$ cat src/hw/PerfMonPkg.sv
package PerfMonPkg;

	localparam int dataWidth = 32; // AXI word and counter width
	localparam int addrWidth = 8;
	localparam int timerWidth = 16; // Window length and timer
	localparam int numCounters = 4;
	localparam int counterIdxWidth = $clog2(numCounters);

	// Register map
	localparam logic [addrWidth-1:0] ctrlAddr = 8'h00; // Commands on write, status on read
	localparam logic [addrWidth-1:0] windowAddr = 8'h04;
	localparam logic [addrWidth-1:0] counterBase = 8'h10; // Counter k at base + 4k

	localparam logic [1:0] axiRespOkay = 2'b00;
	localparam logic [1:0] axiRespSlvErr = 2'b10;

	typedef enum logic [1:0] {
		stateIdle,
		stateCounting,
		stateDone
	} fsmStateT;

	// Write view of the control word
	typedef struct packed {
		logic [dataWidth-4:0] reserved;
		logic ackDone; // Leave done, back to idle
		logic clear; // Zero all counters
		logic start; // Bit 0
	} ctrlWriteT;

	// Read view of the same address
	typedef struct packed {
		logic [dataWidth-numCounters-3:0] reserved;
		logic [numCounters-1:0] saturated; // One per counter
		logic done;
		logic busy; // Bit 0
	} ctrlStatusT;

	typedef union packed {
		ctrlWriteT wr;
		ctrlStatusT st;
	} ctrlWordU;

endpackage

$ cat src/hw/AxiLiteRegs.sv
`timescale 1ns/100ps

module AxiLiteRegs (
	input  logic clk,
	input  logic rstN,
	input  logic [PerfMonPkg::addrWidth-1:0] awAddr,
	input  logic awValid,
	output logic awReady,
	input  logic [PerfMonPkg::dataWidth-1:0] wData,
	input  logic [PerfMonPkg::dataWidth/8-1:0] wStrb,
	input  logic wValid,
	output logic wReady,
	output logic [1:0] bResp,
	output logic bValid,
	input  logic bReady,
	input  logic [PerfMonPkg::addrWidth-1:0] arAddr,
	input  logic arValid,
	output logic arReady,
	output logic [PerfMonPkg::dataWidth-1:0] rData,
	output logic [1:0] rResp,
	output logic rValid,
	input  logic rReady,
	input  logic busy, // Window running
	input  logic done,
	input  logic [PerfMonPkg::numCounters*PerfMonPkg::dataWidth-1:0] counts,
	input  logic [PerfMonPkg::numCounters-1:0] saturated,
	output logic startReq,
	output logic clearReq,
	output logic ackDone,
	output logic [PerfMonPkg::timerWidth-1:0] windowLen,
	output logic [PerfMonPkg::numCounters-1:0] preloadEn, // One-hot
	output logic [PerfMonPkg::dataWidth-1:0] preloadData
);
	import PerfMonPkg::*;

	logic wrAccept;
	logic rdAccept;
	logic fullWord; // All strobes set
	logic wrCounter;
	logic rdCounter;
	logic [counterIdxWidth-1:0] wrIdx;
	logic [counterIdxWidth-1:0] rdIdx;
	ctrlWordU cmdWord; // Write view
	ctrlWordU statusWord; // Read view
	logic [dataWidth-1:0] rdMux;
	logic rdHit;

	// Word-aligned and inside the counter window
	function automatic logic isCounter(input logic [addrWidth-1:0] addr);
		return addr >= counterBase && addr < counterBase + 4 * numCounters
			&& addr[1:0] == 2'b00;
	endfunction

	function automatic logic [counterIdxWidth-1:0] counterIdx(input logic [addrWidth-1:0] addr);
		logic [addrWidth-1:0] offset;
		offset = addr - counterBase;
		return offset[counterIdxWidth+1:2];
	endfunction

	assign wrAccept = awValid && wValid && !bValid; // One write in flight
	assign awReady = wrAccept;
	assign wReady = wrAccept;
	assign fullWord = &wStrb;
	assign wrCounter = isCounter(awAddr);
	assign wrIdx = counterIdx(awAddr);
	assign cmdWord = wData;

	always_ff @(posedge clk) begin
		if (!rstN) begin
			bValid <= 1'b0;
			startReq <= 1'b0;
			clearReq <= 1'b0;
			ackDone <= 1'b0;
			preloadEn <= '0;
			windowLen <= '0;
		end else begin
			startReq <= 1'b0; // Pulses by default
			clearReq <= 1'b0;
			ackDone <= 1'b0;
			preloadEn <= '0;
			if (bValid && bReady) bValid <= 1'b0;
			if (wrAccept) begin
				bValid <= 1'b1;
				if (fullWord && awAddr == ctrlAddr) begin
					startReq <= cmdWord.wr.start;
					clearReq <= cmdWord.wr.clear && !busy; // Idle or done only
					ackDone <= cmdWord.wr.ackDone;
				end else if (fullWord && awAddr == windowAddr) begin
					windowLen <= wData[timerWidth-1:0];
				end else if (fullWord && wrCounter && !busy) begin
					preloadEn <= numCounters'(1) << wrIdx;
				end
			end
		end
	end

	// Response and preload payload
	always_ff @(posedge clk) begin
		if (wrAccept) begin
			preloadData <= wData;
			bResp <= (fullWord && (awAddr == ctrlAddr || awAddr == windowAddr || wrCounter))
				? axiRespOkay : axiRespSlvErr; // Partial strobes refused
		end
	end

	assign rdAccept = arValid && arReady;
	assign rdCounter = isCounter(arAddr);
	assign rdIdx = counterIdx(arAddr);

	always_comb begin
		statusWord = '0;
		statusWord.st.busy = busy;
		statusWord.st.done = done;
		statusWord.st.saturated = saturated;
		rdHit = 1'b1;
		rdMux = '0; // Unmapped reads return zero
		if (arAddr == ctrlAddr) begin
			rdMux = statusWord;
		end else if (arAddr == windowAddr) begin
			rdMux = dataWidth'(windowLen);
		end else if (rdCounter) begin
			rdMux = counts[rdIdx*dataWidth +: dataWidth];
		end else begin
			rdHit = 1'b0;
		end
	end

	always_ff @(posedge clk) begin
		if (!rstN) begin
			rValid <= 1'b0;
			arReady <= 1'b0;
		end else begin
			if (rdAccept) rValid <= 1'b1;
			else if (rReady) rValid <= 1'b0;
			arReady <= !(rdAccept || (rValid && !rReady)); // High while no read pending
		end
	end

	always_ff @(posedge clk) begin
		if (rdAccept) begin
			rData <= rdMux;
			rResp <= rdHit ? axiRespOkay : axiRespSlvErr;
		end
	end

	bHold: assert property (@(posedge clk) disable iff (!rstN)
		bValid && !bReady |=> bValid);
	rHold: assert property (@(posedge clk) disable iff (!rstN)
		rValid && !rReady |=> rValid && $stable(rData));

endmodule

$ cat src/hw/EventCounter.sv
`timescale 1ns/100ps

module EventCounter (
	input  logic clk,
	input  logic rstN,
	input  logic eventLine, // Event input bit
	input  logic countEn,
	input  logic clear,
	input  logic preloadEn,
	input  logic [PerfMonPkg::dataWidth-1:0] preloadData,
	output logic [PerfMonPkg::dataWidth-1:0] count,
	output logic saturated
);
	import PerfMonPkg::*;

	logic [dataWidth-1:0] onesRun; // Bits 0..i all one
	logic [dataWidth-1:0] toggle; // Plus-one flip mask
	logic allOnes;

	PrefixAnd #(.width(dataWidth), .speed(2)) incPrefix (.PI(count), .PO(onesRun));

	assign toggle = {onesRun[dataWidth-2:0], 1'b1}; // Bit i flips when lower bits are ones
	assign allOnes = onesRun[dataWidth-1];

	always_ff @(posedge clk) begin
		if (!rstN || clear) begin
			count <= '0;
			saturated <= 1'b0;
		end else if (preloadEn) begin
			count <= preloadData;
			saturated <= 1'b0;
		end else if (countEn && eventLine) begin
			if (!allOnes) count <= count ^ toggle; // Held at all ones
			saturated <= saturated | allOnes; // Sticky
		end
	end

	// Clear and preload are held off by the register block during a window
	monotonic: assert property (@(posedge clk) disable iff (!rstN)
		countEn |=> count >= $past(count));

endmodule

$ cat src/hw/PerfMonTop.sv
`timescale 1ns/100ps

module PerfMonTop (
	input  logic clk,
	input  logic rstN,
	input  logic [PerfMonPkg::addrWidth-1:0] awAddr,
	input  logic awValid,
	output logic awReady,
	input  logic [PerfMonPkg::dataWidth-1:0] wData,
	input  logic [PerfMonPkg::dataWidth/8-1:0] wStrb,
	input  logic wValid,
	output logic wReady,
	output logic [1:0] bResp,
	output logic bValid,
	input  logic bReady,
	input  logic [PerfMonPkg::addrWidth-1:0] arAddr,
	input  logic arValid,
	output logic arReady,
	output logic [PerfMonPkg::dataWidth-1:0] rData,
	output logic [1:0] rResp,
	output logic rValid,
	input  logic rReady,
	input  logic [PerfMonPkg::numCounters-1:0] events // Sampled each edge
);
	import PerfMonPkg::*;

	logic startReq;
	logic clearReq;
	logic ackDone;
	logic [timerWidth-1:0] windowLen;
	logic [numCounters-1:0] preloadEn;
	logic [dataWidth-1:0] preloadData;
	logic timerLoad;
	logic countEn;
	logic busy;
	logic done;
	logic expired;
	logic [numCounters*dataWidth-1:0] counts; // Counter k at slice k
	logic [numCounters-1:0] saturated;

	AxiLiteRegs regs (.*); // Names match one to one

	SampleFsm fsm (
		.clk,
		.rstN,
		.startReq,
		.ackDone,
		.expired,
		.timerLoad,
		.countEn,
		.busy,
		.done
	);

	WindowTimer timer (
		.clk,
		.rstN,
		.load(timerLoad),
		.windowLen,
		.expired
	);

	for (genvar k = 0; k < numCounters; k++) begin : counter
		EventCounter eventCounter (
			.clk,
			.rstN,
			.eventLine(events[k]),
			.countEn,
			.clear(clearReq),
			.preloadEn(preloadEn[k]),
			.preloadData,
			.count(counts[k*dataWidth +: dataWidth]),
			.saturated(saturated[k])
		);
	end

endmodule

$ cat src/hw/PrefixAnd.sv
`timescale 1ns/100ps

module PrefixAnd #(
	parameter int width = 8, // Word width
	parameter int speed = 2 // 0 serial, 1 Brent-Kung, 2 Sklansky
) (
	input  logic [width-1:0] PI, // Propagate bits
	output logic [width-1:0] PO // PO[i] is AND of PI[i:0]
);

	if (speed == 2) begin : sklansky
		// Row l holds spans of up to 2**l bits
		logic [width-1:0] pt [0:$clog2(width)];

		assign pt[0] = PI;
		for (genvar l = 1; l <= $clog2(width); l++) begin : lvl
			for (genvar i = 0; i < width; i++) begin : col
				if ((i >> (l - 1)) % 2 == 1) begin : merge // Upper half of its block
					assign pt[l][i] = pt[l-1][i] & pt[l-1][((i >> l) << l) + 2**(l-1) - 1];
				end else begin : pass
					assign pt[l][i] = pt[l-1][i];
				end
			end
		end
		assign PO = pt[$clog2(width)]; // Log depth, high fanout

	end else if (speed == 1) begin : brentKung
		logic [width-1:0] pt [0:2*$clog2(width)-1];

		assign pt[0] = PI;
		// Up-sweep builds spans ending at block tops
		for (genvar l = 1; l <= $clog2(width); l++) begin : up
			for (genvar i = 0; i < width; i++) begin : col
				if ((i + 1) % 2**l == 0) begin : merge
					assign pt[l][i] = pt[l-1][i] & pt[l-1][i - 2**(l-1)];
				end else begin : pass
					assign pt[l][i] = pt[l-1][i];
				end
			end
		end
		// Down-sweep fills in between finished tops
		for (genvar s = $clog2(width) - 1; s >= 1; s--) begin : down
			for (genvar i = 0; i < width; i++) begin : col
				if (i >= 2**s && (i + 1) % 2**s == 2**(s-1)) begin : merge
					assign pt[2*$clog2(width)-s][i] =
						pt[2*$clog2(width)-s-1][i] & pt[2*$clog2(width)-s-1][i - 2**(s-1)];
				end else begin : pass
					assign pt[2*$clog2(width)-s][i] = pt[2*$clog2(width)-s-1][i];
				end
			end
		end
		assign PO = pt[2*$clog2(width)-1]; // Fewer gates, deeper

	end else if (speed == 0) begin : serial
		logic [width-1:0] pt; // Ripple chain

		assign pt[0] = PI[0];
		for (genvar i = 1; i < width; i++) begin : col
			assign pt[i] = pt[i-1] & PI[i];
		end
		assign PO = pt;

	end else begin : badSpeed
		$fatal(1, "PrefixAnd speed must be 0, 1 or 2");
	end

endmodule

$ cat src/hw/SampleFsm.sv
`timescale 1ns/100ps

module SampleFsm (
	input  logic clk,
	input  logic rstN,
	input  logic startReq,
	input  logic ackDone,
	input  logic expired,
	output logic timerLoad,
	output logic countEn,
	output logic busy,
	output logic done
);
	import PerfMonPkg::*;

	fsmStateT state;
	fsmStateT stateNext;

	always_comb begin
		stateNext = state;
		case (state)
			stateIdle: begin
				if (startReq) stateNext = stateCounting;
			end
			stateCounting: begin
				if (expired) stateNext = stateDone; // Start ignored here
			end
			stateDone: begin
				if (ackDone) stateNext = stateIdle;
			end
			default: begin
				stateNext = stateIdle;
			end
		endcase
	end

	// Timer loads on the same edge that enters counting
	assign timerLoad = (state == stateIdle) && startReq;

	always_ff @(posedge clk) begin
		if (!rstN) begin
			state <= stateIdle;
			countEn <= 1'b0;
			busy <= 1'b0;
			done <= 1'b0;
		end else begin
			state <= stateNext;
			countEn <= stateNext == stateCounting; // Exactly windowLen cycles
			busy <= stateNext == stateCounting;
			done <= stateNext == stateDone; // Held until ackDone
		end
	end

	// Timer only runs out inside a window
	expiryInWindow: assert property (@(posedge clk) disable iff (!rstN)
		expired |-> state == stateCounting);

endmodule

$ cat src/hw/WindowTimer.sv
`timescale 1ns/100ps

module WindowTimer (
	input  logic clk,
	input  logic rstN,
	input  logic load, // Start a new window
	input  logic [PerfMonPkg::timerWidth-1:0] windowLen,
	output logic expired // Last cycle of the window
);
	import PerfMonPkg::*;

	logic [timerWidth-1:0] remain; // Cycles left, current one included
	logic [timerWidth-1:0] zeroRun; // Bits 0..i all zero
	logic [timerWidth-1:0] borrow; // Minus-one flip mask
	logic running;

	// Serial form is plenty at this width
	PrefixAnd #(.width(timerWidth), .speed(0)) borrowChain (.PI(~remain), .PO(zeroRun));

	assign borrow = {zeroRun[timerWidth-2:0], 1'b1}; // Bit i flips when lower bits are zero
	assign expired = running && remain == timerWidth'(1);

	always_ff @(posedge clk) begin
		if (!rstN) begin
			running <= 1'b0;
		end else if (load) begin
			running <= 1'b1;
		end else if (expired) begin
			running <= 1'b0; // Stop at one
		end
	end

	always_ff @(posedge clk) begin
		if (load) begin
			remain <= (windowLen == '0) ? timerWidth'(1) : windowLen; // Zero means one
		end else if (running) begin
			remain <= remain ^ borrow;
		end
	end

	// Load only comes from idle, so a window never restarts on its last cycle
	singleExpiry: assert property (@(posedge clk) disable iff (!rstN)
		expired |=> !expired);

endmodule

$ cat config.mk
export PLATFORM = sky130hd
export DESIGN_NAME = PerfMonTop
export DESIGN_NICKNAME = d
export VERILOG_FILES = /design/src/hw/PerfMonPkg.sv /design/src/hw/AxiLiteRegs.sv /design/src/hw/EventCounter.sv /design/src/hw/PerfMonTop.sv /design/src/hw/PrefixAnd.sv /design/src/hw/SampleFsm.sv /design/src/hw/WindowTimer.sv
export SDC_FILE = /design/constraint.sdc
export NUM_CORES = 1
export LEC_CHECK = 0
export ABC_AREA = 1
export BUFFER_PORTS_ARGS = -buffer_cell sky130_fd_sc_hd__buf_2
export CORE_MARGIN = 2
export CORE_UTILIZATION = 60
export CTS_BUF_LIST = sky130_fd_sc_hd__clkbuf_4 sky130_fd_sc_hd__clkbuf_8
export CTS_CLUSTER_DIAMETER = 100
export DETAILED_ROUTE_END_ITERATION = 6
export PLACE_DENSITY = 0.84
export SYNTH_ARGS = -nofsm -noshare
export SYNTH_HDL_FRONTEND = slang
export SYNTH_HIERARCHICAL = 1
export SYNTH_SLANG_ARGS = --single-unit
$ cat constraint.sdc
create_clock -name clk -period 4.1 [get_ports clk]
set_input_delay 0.41 -clock clk [delete_from_list [all_inputs] [get_ports clk]]
set_output_delay 0.41 -clock clk [all_outputs]
set_load 0.03 [all_outputs]
==> metrics.md, run 1 <==
| Metric | Value |
|---|---|
| Vias | 16660 |
| DRT Wirelength | 47320 µm |
| Vias in the first global route | 14610 |
| Period utilisation layout | 61.53% |
| Initial antenna violation count | 1 |
| H-tree depth | 2 |
| Hold Worst Slack | 25.62 ps |
| P&R area growth vs syn | 7.212% |
| Final core occ | 65.52% |
| Die width | 169.9 µm |
| Synth warn | 6 |
| Setup Crit Path Kind | flip-flop to flip-flop |
| Synth Cell Area | 16520 µm² |
| CP Max Fanout | 31 |
| Num CTS Buffers | 44 |
| Worst R2R Setup Slack | 1580 ps |
| Clock skew | 26.04 ps |
| Largest net degree at the start of global routing | 64 |
| RSZ-0062 raised after global routing | false |
| DRC violations left | 0 |
| Clk slew on worst S/H paths | 60 ps |
| Number of routed nets with antenna violations | 0 |
| Clk sinks | 245 |
| Metal1 wirelength | 18820 µm |
| Crit path time final | 2523 ps |
| Share of layout cells above drive strength 1 | 11.35% |
| Initial core utilization | 61.11% |
| Clock Tree Buf Depth | 3 |
| GR Util All Layers | 32.17% |
| Reg2reg start | counter[0].eventCounter/count[16]$_SDFFE_PP0P_ |
| Worst path max stage delay | 520 ps |
| Worst min-delay path category | primary input to flip-flop |
| Pleak | 8.456 nW |
| Fin Setup TNS | 0 ps |
| Worst-Skew Late Latency | 560 ps |
| CTS tree | built |
| Pwr Density | 298.1 nW/µm² |
| Highest Signal Layer | met4 |
| Gr ovfl total | 0 |
| IO Count | 104 |
| Element type at the critical path end | flip-flop |
| Worst Path Required | 4550 ps |
| Met2 wire len | 21360 µm |
| Status | finished clean |
| Critical path cell sequence | nand2_2 -> inv_2 -> nand2_2 -> nor2_2 -> nand2_1 -> nor2_1 -> inv_2 -> nand3_2 -> nand2_1 -> nor2_1 -> nor3_1 |
| Met3 WL | 3700 µm |
| Post-CTS sizing | 0 |
| Final Hold Fails | 0 |
| Row cnt | 60 |
| Fin nets | 2786 |
| Final slew viol count | 0 |
| Worst reg2reg path depth | 11 |
| Routed length per instance | 15.27 µm |
| Die area | 28870 µm² |
| Global-route wire length before repair | 73760 µm |
| Setup repair bufs after CTS | 0 |
| Global placement routability congestion | 0.9958 |
| Worst setup SP type | flip-flop |
| Hold EP | regs/preloadData[27]$_DFFE_PP_ |
| Core Region | 27030 µm² |
| Fmax | 396.4 MHz |
| Maxcap violations | 0 |
| Die Y | 169.9 µm |
| Worst EP arrival | 2970 ps |
| Slew HR | 24.96% |
| Hold_sp | wData[27] |
| DRT Pass-1 Iters | 6 |
| Slowest-stage cell, CP | nand3_2 |
| Worst reg2reg endpoint | counter[0].eventCounter/count[15]$_SDFFE_PP0P_ |
| Post-synthesis instance total | 2678 |
| Worst hold stages | 1 |
| Worst Tran Pin Value | 1124 ps |
| Average cell area after synthesis | 6.167 µm² |
| Drt initial violations | 1771 |
| Clock root buffer | clkbuf_8 |
| Worst vdd ir | 0.0002723 V |
| # hold bufs at CTS | 0 |
| I/O Buffers | 101 |
| Final setup vio count | 0 |
| Drt via density | 5.374 |
| Hpwl dp | 32770 µm |
-- worst max-delay path, delay by kind of cell (launching register included) --
family / cells / cell delay [ps]
and+or+nand+nor: 9 / 1820
DFF: 1 / 430
buffers and inverters: 2 / 140
-- layout by cell type (no fill, tap or decap), drive strengths merged --
master,instances
nand3b,1
bufinv,2
buf,112
diode,1
clkinv,13
nor2,327
nand3,393
clkbuf,65
dfxtp,163
o21a,1
conb,2
a31oi,17
nand2,900
o31ai,1
nand4,18
inv,534
xor2,8
o21ai,74
xnor2,15
edfxtp,82
a21boi,4
nor3b,4
a21oi,12
nor3,10
-- flip-flops by register name (all words and copies together) (netlist names), 2 cells and up --
name                            flops
regs/preloadEn                      4
regs/rData                         32
counter.eventCounter/count        128
counter.eventCounter/saturated      4
timer/remain                       16
regs/windowLen                     16
fsm/state                           2
regs/preloadData                   32
-- power by group --
part / internal (W) / switching, W
Clock: 0.00142 / 0.00106
Sequential: 0.00253 / 0.0000420
Combinational: 0.0000556 / 0.000166
Total: 0.00401 / 0.00127
-- area by class of cell --
cell class              instances  area, µm²
repair buffers                112      588.1
inverters                     533       2013
clock buffers                  65      825.8
multi-input cells            1787       7996
well taps                     341      426.7
fillers                      2432       9319
diodes                          1      2.502
flip-flops and latches        245       5725
clock inverters                16      128.9
-- per-stage QoR --
step / setup WS, ps / total power, W / instances / cell area (µm²)
6_report: 1577 / 0.005278 / 3100 / 17710
5_1_grt: 1293 / 0.005449 / 3099 / 17700
4_1_cts: 1622 / 0.005317 / 3099 / 17700
3_5_place_dp: 1368 / 0.002840 / 3018 / 16750
3_3_place_gp: 1356 / 0.002840 / 3018 / 16750
2_1_floorplan: 1935 / 0.002727 / 2679 / 16520
-- per-layer routing --
layer	global-route usage, %	vias up
li1	-	8203
met1	39.71	7458
met2	52.67	784
met3	4.302	213
met4	21.55	0
met5	0	-
-- worst max path at each step --
stage | to | start | cells past startpoint
2_1_floorplan | wReady | regs/bValid$_SDFFE_PN0P_ | 4
3_3_place_gp | regs/rData[8]$_SDFFCE_PP0P_ | arAddr[2] | 6
3_5_place_dp | regs/rData[10]$_SDFFCE_PP0P_ | arAddr[2] | 6
4_1_cts | counter[0].eventCounter/count[15]$_SDFFE_PP0P_ | counter[0].eventCounter/count[16]$_SDFFE_PP0P_ | 11
5_1_grt | counter[0].eventCounter/count[15]$_SDFFE_PP0P_ | counter[0].eventCounter/count[18]$_SDFFE_PP0P_ | 11
6_report | counter[0].eventCounter/count[15]$_SDFFE_PP0P_ | counter[0].eventCounter/count[16]$_SDFFE_PP0P_ | 11
(Power assumes the default switching activity.)
==> run 2, diff against run 1 <==
Settings changed: ABC_AREA 1 to 0, CORE_UTILIZATION 60 to 57.
Clock period 4.1 ns to 2.1 ns, I/O delays scaled along.
==> run 2 against run 1 <==
  * The run now ends with DRC, setup timing left
  * Synthesized cell count down 48%
  * Maximum frequency grew 5.2%
  * Sequential cell count did not move
  * First-iteration DRC count is 23% higher
  * Area after synthesis shrank 17%
  * Largest power group unchanged
  * Highest routed layer unchanged
==> metrics.md, run 2 <==
| Metric | Value |
|---|---|
| Vias | 13120 (-21%) |
| Failing checks | DRC, setup timing |
| Largest net degree at the start of global routing | 65 (+1.6%) |
| Hpwl dp | 26890 µm (-18%) |
| IO Count | 104 (unchanged) |
| Sw Ratio | 24.11% (+0.12 points) |
| H-tree depth | 2 (unchanged) |
| Final slew viol count | 0 (unchanged) |
| Global-route wire length before repair | 64580 µm (-12%) |
| Fin Setup TNS | -10650 ps (-10650 ps) |
| Worst hold stages | 3 (+2) |
| DRT Wirelength | 44640 µm (-5.7%) |
| Hold Worst Slack | 46.65 ps (+21.03 ps) |
| Worst min-delay path category | primary input to flip-flop |
| Synth Cell Area | 13630 µm² (-17%) |
| Worst vdd ir | 0.0006949 V (+160%) |
| Share of layout cells above drive strength 1 | 27.94% (+17 points) |
| Number of routed nets with antenna violations | 0 (unchanged) |
| Comb pwr share | 5.2% (+1.0 points) |
| Pwr Density | 587.4 nW/µm² (+97%) |
| DRC violations left | 4 (+4) |
| Regs by FF count | counter.eventCounter/count x128, regs/preloadData x32, regs/rData x32 |
| Vias in the first global route | 12200 (-17%) |
| P&R area growth vs syn | 23.80% |
| Setup Crit Path Kind | flip-flop to flip-flop |
| Reg power frac | 50.5% (+1.7 points) |
| Worst Tran Pin Value | 703.7 ps (-420.7 ps) |
| Worst setup SP type | flip-flop |
| Global placement routability congestion | 0.9487 (-4.7%) |
| Post-route worst setup slack | -297.7 ps (-1875 ps) |
| Row cnt | 56 (-6.7%) |
| Initial core utilization | 58.09% (-3.0 points) |
| P_sw | 0.002390 W (+89%) |
| Status | complete, but fails checks |
| Crit path time final | 2398 ps (-125.1 ps) |
| Worst reg2reg path depth | 8 (-3) |
| Internal | 0.007524 W (+88%) |
| Clock skew | 27.28 ps (+1.241 ps) |
| Max reg flops | 128 (unchanged) |
| Gr ovfl total | 0 (unchanged) |
| Final Hold Fails | 0 (unchanged) |
| Antenna diodes | 0 (-1) |
| Clock Tree Buf Depth | 3 (unchanged) |
| CP Max Fanout | 5 (-84%) |
| Post-synthesis instance total | 1402 (-48%) |
| Pleak | 6.137 nW (-27%) |
| RSZ-0062 raised after global routing | true |
| Initial antenna violation count | 0 (-1) |
| CTS tree | built |
| DRT Pass-1 Iters | 7 (+1) |
| Die width | 158.7 µm (-6.6%) |
| Clock group share of total power | 44.3% (-2.7 points) |
| Period utilisation layout | 114.2% (+53 points) |
| Average cell area after synthesis | 9.725 µm² (+58%) |
| Most frequent cells in the layout | buf_4 (151), o21ai_0 (141), a21oi_1 (130), xor2_1 (128), dfxtp_1 (128) |
| Fmax | 417.1 MHz (+5.2%) |
| Clk slew on worst S/H paths | 60 ps (about the same) |
| Num CTS Buffers | 40 (-9.1%) |
| Reg with most FFs | counter.eventCounter/count |
| Synth warn | 6 (unchanged) |
| Die Y | 158.7 µm (-6.6%) |
| GR Util All Layers | 33.02% (+0.86 points) |
| Fin nets | 1708 (-39%) |
| Slew HR | 53.08% (+28 points) |
| Routed length per instance | 22.39 µm (+47%) |
| Element type at the critical path end | flip-flop |
| Drt initial violations | 2178 (+23%) |
| Worst EP arrival | 2800 ps (-170 ps) |
| Final setup vio count | 124 (+124) |
| Drt via density | 6.578 (+22%) |
| Worst-Skew Late Latency | 570 ps (about the same) |
| Core Region | 23470 µm² (-13%) |
| Clock root buffer | clkbuf_8 |
| Clk sinks | 245 (unchanged) |
| Maxcap violations | 0 (unchanged) |
| Die area | 25170 µm² (-13%) |
| Worst Path Required | 2510 ps (-2040 ps) |
| Most common cell after layout, fill and taps aside | buf_4 |
| I/O Buffers | 101 (unchanged) |
==> run 2: what timing repair did <==
item | 4_1_cts | 5_1_grt
hold endpoints to repair | 58 | 0
endpoints found under the setup margin | 122 | 131
resized for setup | 24 | 20
hold buffers | 37 | 0
pin swaps | 100 | 161
cloned | 4 | 6
setup buffers | 10 | 5
==> run 2: final cells by class <==
type                            instances  area [µm²]
Tap cell                              319       399.1
Multi-Input combinational cell        977        7079
Timing Repair Buffer                  318        2560
Sequential cell                       245        5774
Fill cell                            1441        6594
Inverter                               63       236.5
Clock inverter                         12       85.08
Clock buffer                           60       744.5
==> run 2: metrics by stage <==
stage / power (W) / cells / util, % / cell area [µm²] / setup slack [ps]
after floorplan: 0.005379 / 1403 / - / 13710 / 14.89
after global routing: 0.01015 / 1994 / 71.91 / 16880 / -283.5
after CTS: 0.009852 / 1983 / 70.93 / 16650 / -86.35
after detailed placement: 0.005540 / 1860 / 64.83 / 15220 / -103.8
final: 0.009915 / 1994 / 71.91 / 16880 / -297.7
after global placement: 0.005527 / 1860 / 64.83 / 15220 / -8.843
==> run 2: worst max-delay path, stage by stage, from the launching register on <==
cell,delay [ps]
dfxtp_1,340
nand4_1,150
or4_4,580
nor4_4,280
buf_6,200
buf_12,130
nand4b_1,160
xor2_1,250
a21oi_1,150
==> run 2: worst paths after layout <==
kind,from,endpoint,slack (ps)
setup / recovery,counter[3].eventCounter/count[19]$_SDFFE_PP0P_,counter[3].eventCounter/count[5]$_SDFFE_PP0P_,-300
hold / removal,wStrb[3],regs/bResp[1]$_DFFE_PP_,50
setup reg to reg,counter[3].eventCounter/count[19]$_SDFFE_PP0P_,counter[3].eventCounter/count[5]$_SDFFE_PP0P_,-300
hold reg to reg,regs/preloadEn[2]$_SDFF_PP0_,counter[2].eventCounter/saturated$_SDFFE_PP0P_,470
==> run 2: power by group through the flow <==
stage	sequential (W)	clock (W)	combinational (W)
floorplan	0.00512	0	0.000257
global placement	0.00510	0	0.000426
detailed placement	0.00510	0	0.000438
CTS	0.00500	0.00436	0.000492
global route	0.00501	0.00459	0.000547
finish	0.00501	0.00439	0.000513
==> run 2: layer usage <==
metal / GRT usage (%) / vias up / part of all wire, %
met5: 0 / - / 0
met4: 14.80 / 0 / 5.6
met3: 8.601 / 251 / 14
met2: 51.10 / 1045 / 45
met1: 43.69 / 6201 / 36
li1: - / 5619 / -
==> run 3, diff against run 2 <==
Settings changed: CORE_ASPECT_RATIO from default to 0.75.
==> run 3 against run 2 <==
  * Largest power group unchanged
  * Sequential share of layout area decreased by 0.29 points
  * Global-route usage increased by 1.7 points
  * The flow still finishes with violations (DRC, setup timing)
  * Hold slack improved by 4.0 ps
==> metrics.md, run 3 (same netlist as run 2, synthesis figures left out) <==
| Metric | Value |
|---|---|
| Pwr Density | 578.8 nW/µm² (-1.5%) |
| Final Hold Fails | 0 (unchanged) |
| Fin nets | 1730 (+1.3%) |
| DRC violations left | 21 (+17) |
| Worst-Skew Late Latency | 570 ps (about the same) |
| P&R area growth vs syn | 25.38% |
| Worst min-delay path category | primary input to flip-flop |
| Regs by FF count | counter.eventCounter/count x128, regs/preloadData x32, regs/rData x32 |
| Critical path cell sequence | nand3_2 -> or4_4 -> nor4_4 -> buf_6 -> clkbuf_16 -> nand4b_1 -> xor2_1 -> a21oi_1 |
| Worst R2R Setup Slack | -220 ps (+70 ps) |
| Slew HR | 49.42% (-3.7 points) |
| Crit path time final | 2324 ps (-73.42 ps) |
| Num CTS Buffers | 41 (+2.5%) |
| I/O Buffers | 101 (unchanged) |
| Max reg flops | 128 (unchanged) |
| Row cnt | 48 (-14%) |
| Clock root buffer | clkbuf_8 |
| Non-filler cells, final | 1999 (+0.25%) |
| Gr ovfl total | 0 (unchanged) |
| Worst setup SP type | flip-flop |
| Period utilisation layout | 110.7% (-3.5 points) |
| Slowest-stage cell, CP | or4_4 |
| DRT Pass-1 Iters | 7 (unchanged) |
| GR Util All Layers | 34.68% (+1.7 points) |
| Vias in the first global route | 12360 (+1.4%) |
| IO Count | 104 (unchanged) |
| Initial core utilization | 58.66% (+0.58 points) |
| Drt initial violations | 2281 (+4.7%) |
| Met3 WL | 7863 µm (+24%) |
| Fmax | 430.2 MHz (+3.2%) |
| Clock skew | 21.96 ps (-5.320 ps) |
| Clock Tree Buf Depth | 3 (unchanged) |
| Die Y | 137.9 µm (-13%) |
| Final setup vio count | 129 (+4.0%) |
| Failing checks | DRC, setup timing |
| Final slew viol count | 0 (unchanged) |
| Vias | 13370 (+1.9%) |
| Metal1 wirelength | 17460 µm (+9.9%) |
| Highest Signal Layer | met4 |
| Die width | 182.6 µm (+15%) |
| CP Max Fanout | 8 (+3) |
| Global-route wire length before repair | 67690 µm (+4.8%) |
| Most common cell after layout, fill and taps aside | buf_4 |
| Worst EP arrival | 2750 ps (-50 ps) |
| Worst Path Required | 2530 ps (+20 ps) |
| Clk slew on worst S/H paths | 70 ps (about the same) |
| H-tree depth | 2 (unchanged) |
| DRT Wirelength | 47420 µm (+6.2%) |
| Global placement routability congestion | 0.9526 (+0.41%) |
| Share of layout cells above drive strength 1 | 30.35% (+2.4 points) |
| Maxcap violations | 0 (unchanged) |
| Setup Crit Path Kind | flip-flop to flip-flop |
| Most frequent cells in the layout | buf_4 (162), o21ai_0 (141), a21oi_1 (130), xor2_1 (127), nand4b_1 (125) |
| Worst Tran Pin Value | 757.2 ps (+53.42 ps) |
| Largest net degree at the start of global routing | 58 (-11%) |
| Fillers | 1349 (-6.4%) |
| CTS tree | built |
| Drt via density | 6.688 (+1.7%) |
| Worst path max stage delay | 590 ps (about the same) |
| Post-route worst setup slack | -224.3 ps (+73.42 ps) |
| Core Region | 23240 µm² (-0.98%) |
| Pleak | 6.263 nW (+2.1%) |
| Hpwl dp | 28720 µm (+6.8%) |
| Routed length per instance | 23.72 µm (+6.0%) |
| Die area | 25190 µm² (about the same) |
| Final core occ | 73.55% (+1.6 points) |
| Status | complete, but fails checks |
| Clk sinks | 245 (unchanged) |
| RSZ-0062 raised after global routing | true |
| Initial antenna violation count | 0 (unchanged) |
| Element type at the critical path end | flip-flop |
| Number of routed nets with antenna violations | 0 (unchanged) |
| Met2 wire len | 20090 µm (+0.84%) |
| Reg with most FFs | counter.eventCounter/count |
| DP Cell Count | 1847 (-0.70%) |
| Worst vdd ir | 0.0006553 V (-5.7%) |
run 3: changes by cell type in the layout (fill, tap and decap cells not counted), sizes merged:
cell	previous run	this run
clkinvlp	1	2
buf	275	295
bufbuf	1	0
inv	65	64
clkbuf	65	67
diode	0	2
dlygate4sd3	37	39
bufinv	1	0
run 3: power breakdown:
group / switching (W) / total, W / leakage, nW / internal, W
combinational: 0.000342 / 0.000531 / 3.73 / 0.000189
clock: 0.00203 / 0.00435 / 0.438 / 0.00232
sequential: 0.0000720 / 0.00501 / 2.09 / 0.00494
total: 0.00245 / 0.00990 / 6.26 / 0.00745
run 3: repair_timing:
item | in CTS | in global routing
hold buffers | 39 | 0
hold endpoints to repair | 59 | 0
endpoints found under the setup margin | 99 | 132
gates resized for setup | 41 | 54
buffers inserted | 9 | 14
gates cloned | 8 | 7
pin swaps | 64 | 210
run 3: metrics by stage:
step	power, W	setup TNS [ps]	setup WS (ps)	cell area, µm²	hold slack, ps
floorplan	0.005379	0	14.89	13710	286.8
global placement	0.005537	-224.8	-26.46	15190	386.6
detailed placement	0.005551	-1772	-74.53	15190	388.1
CTS	0.009811	-799.7	-75.74	16690	12.32
global route	0.01013	-16280	-289.8	17090	51.76
finish	0.009895	-10380	-224.3	17100	50.69
run 3: critical path: cells and delay by family, from the launching register on:
| kind | cells | cell delay (ps) |
|---|---|---|
| DFF | 1 | 340 |
| xor gates and xnor gates | 1 | 220 |
| buffers and inverters | 2 | 380 |
| AOI/OAI and AO/OA | 1 | 100 |
| and+or+nand+nor | 4 | 1140 |
run 3: area by class of cell:
cell class                      count  area [µm²]  share of cell area, %
Antenna cell                        2       5.005                0.02928
Multi-Input combinational cell    977        7146                  41.80
Sequential cell                   245        5798                  33.92
Timing Repair Buffer              339        2713                  15.87
Clock buffer                       62       759.5                  4.443
Tap cell                          300       375.4                  2.196
Inverter                           63       236.5                  1.383
Clock inverter                     11       62.56                 0.3660
run 3: final timing paths:
check / from / cells after the start / endpoint
worst max-delay path: counter[3].eventCounter/count[2]$_SDFFE_PP0P_ / 8 / counter[3].eventCounter/count[20]$_SDFFE_PP0P_
worst min-delay path: awAddr[4] / 3 / regs/preloadEn[1]$_SDFF_PP0_
worst max register to register: counter[3].eventCounter/count[2]$_SDFFE_PP0P_ / 8 / counter[3].eventCounter/count[20]$_SDFFE_PP0P_
worst min register to register: regs/ackDone$_SDFF_PN0_ / 1 / fsm/done$_SDFF_PN0_
run 3: per-layer routing:
metal,global-route usage [%],up-vias
met5,0,-
met1,48.73,6236
met3,10.29,232
li1,-,5669
met4,12.86,0
met2,50.74,1232
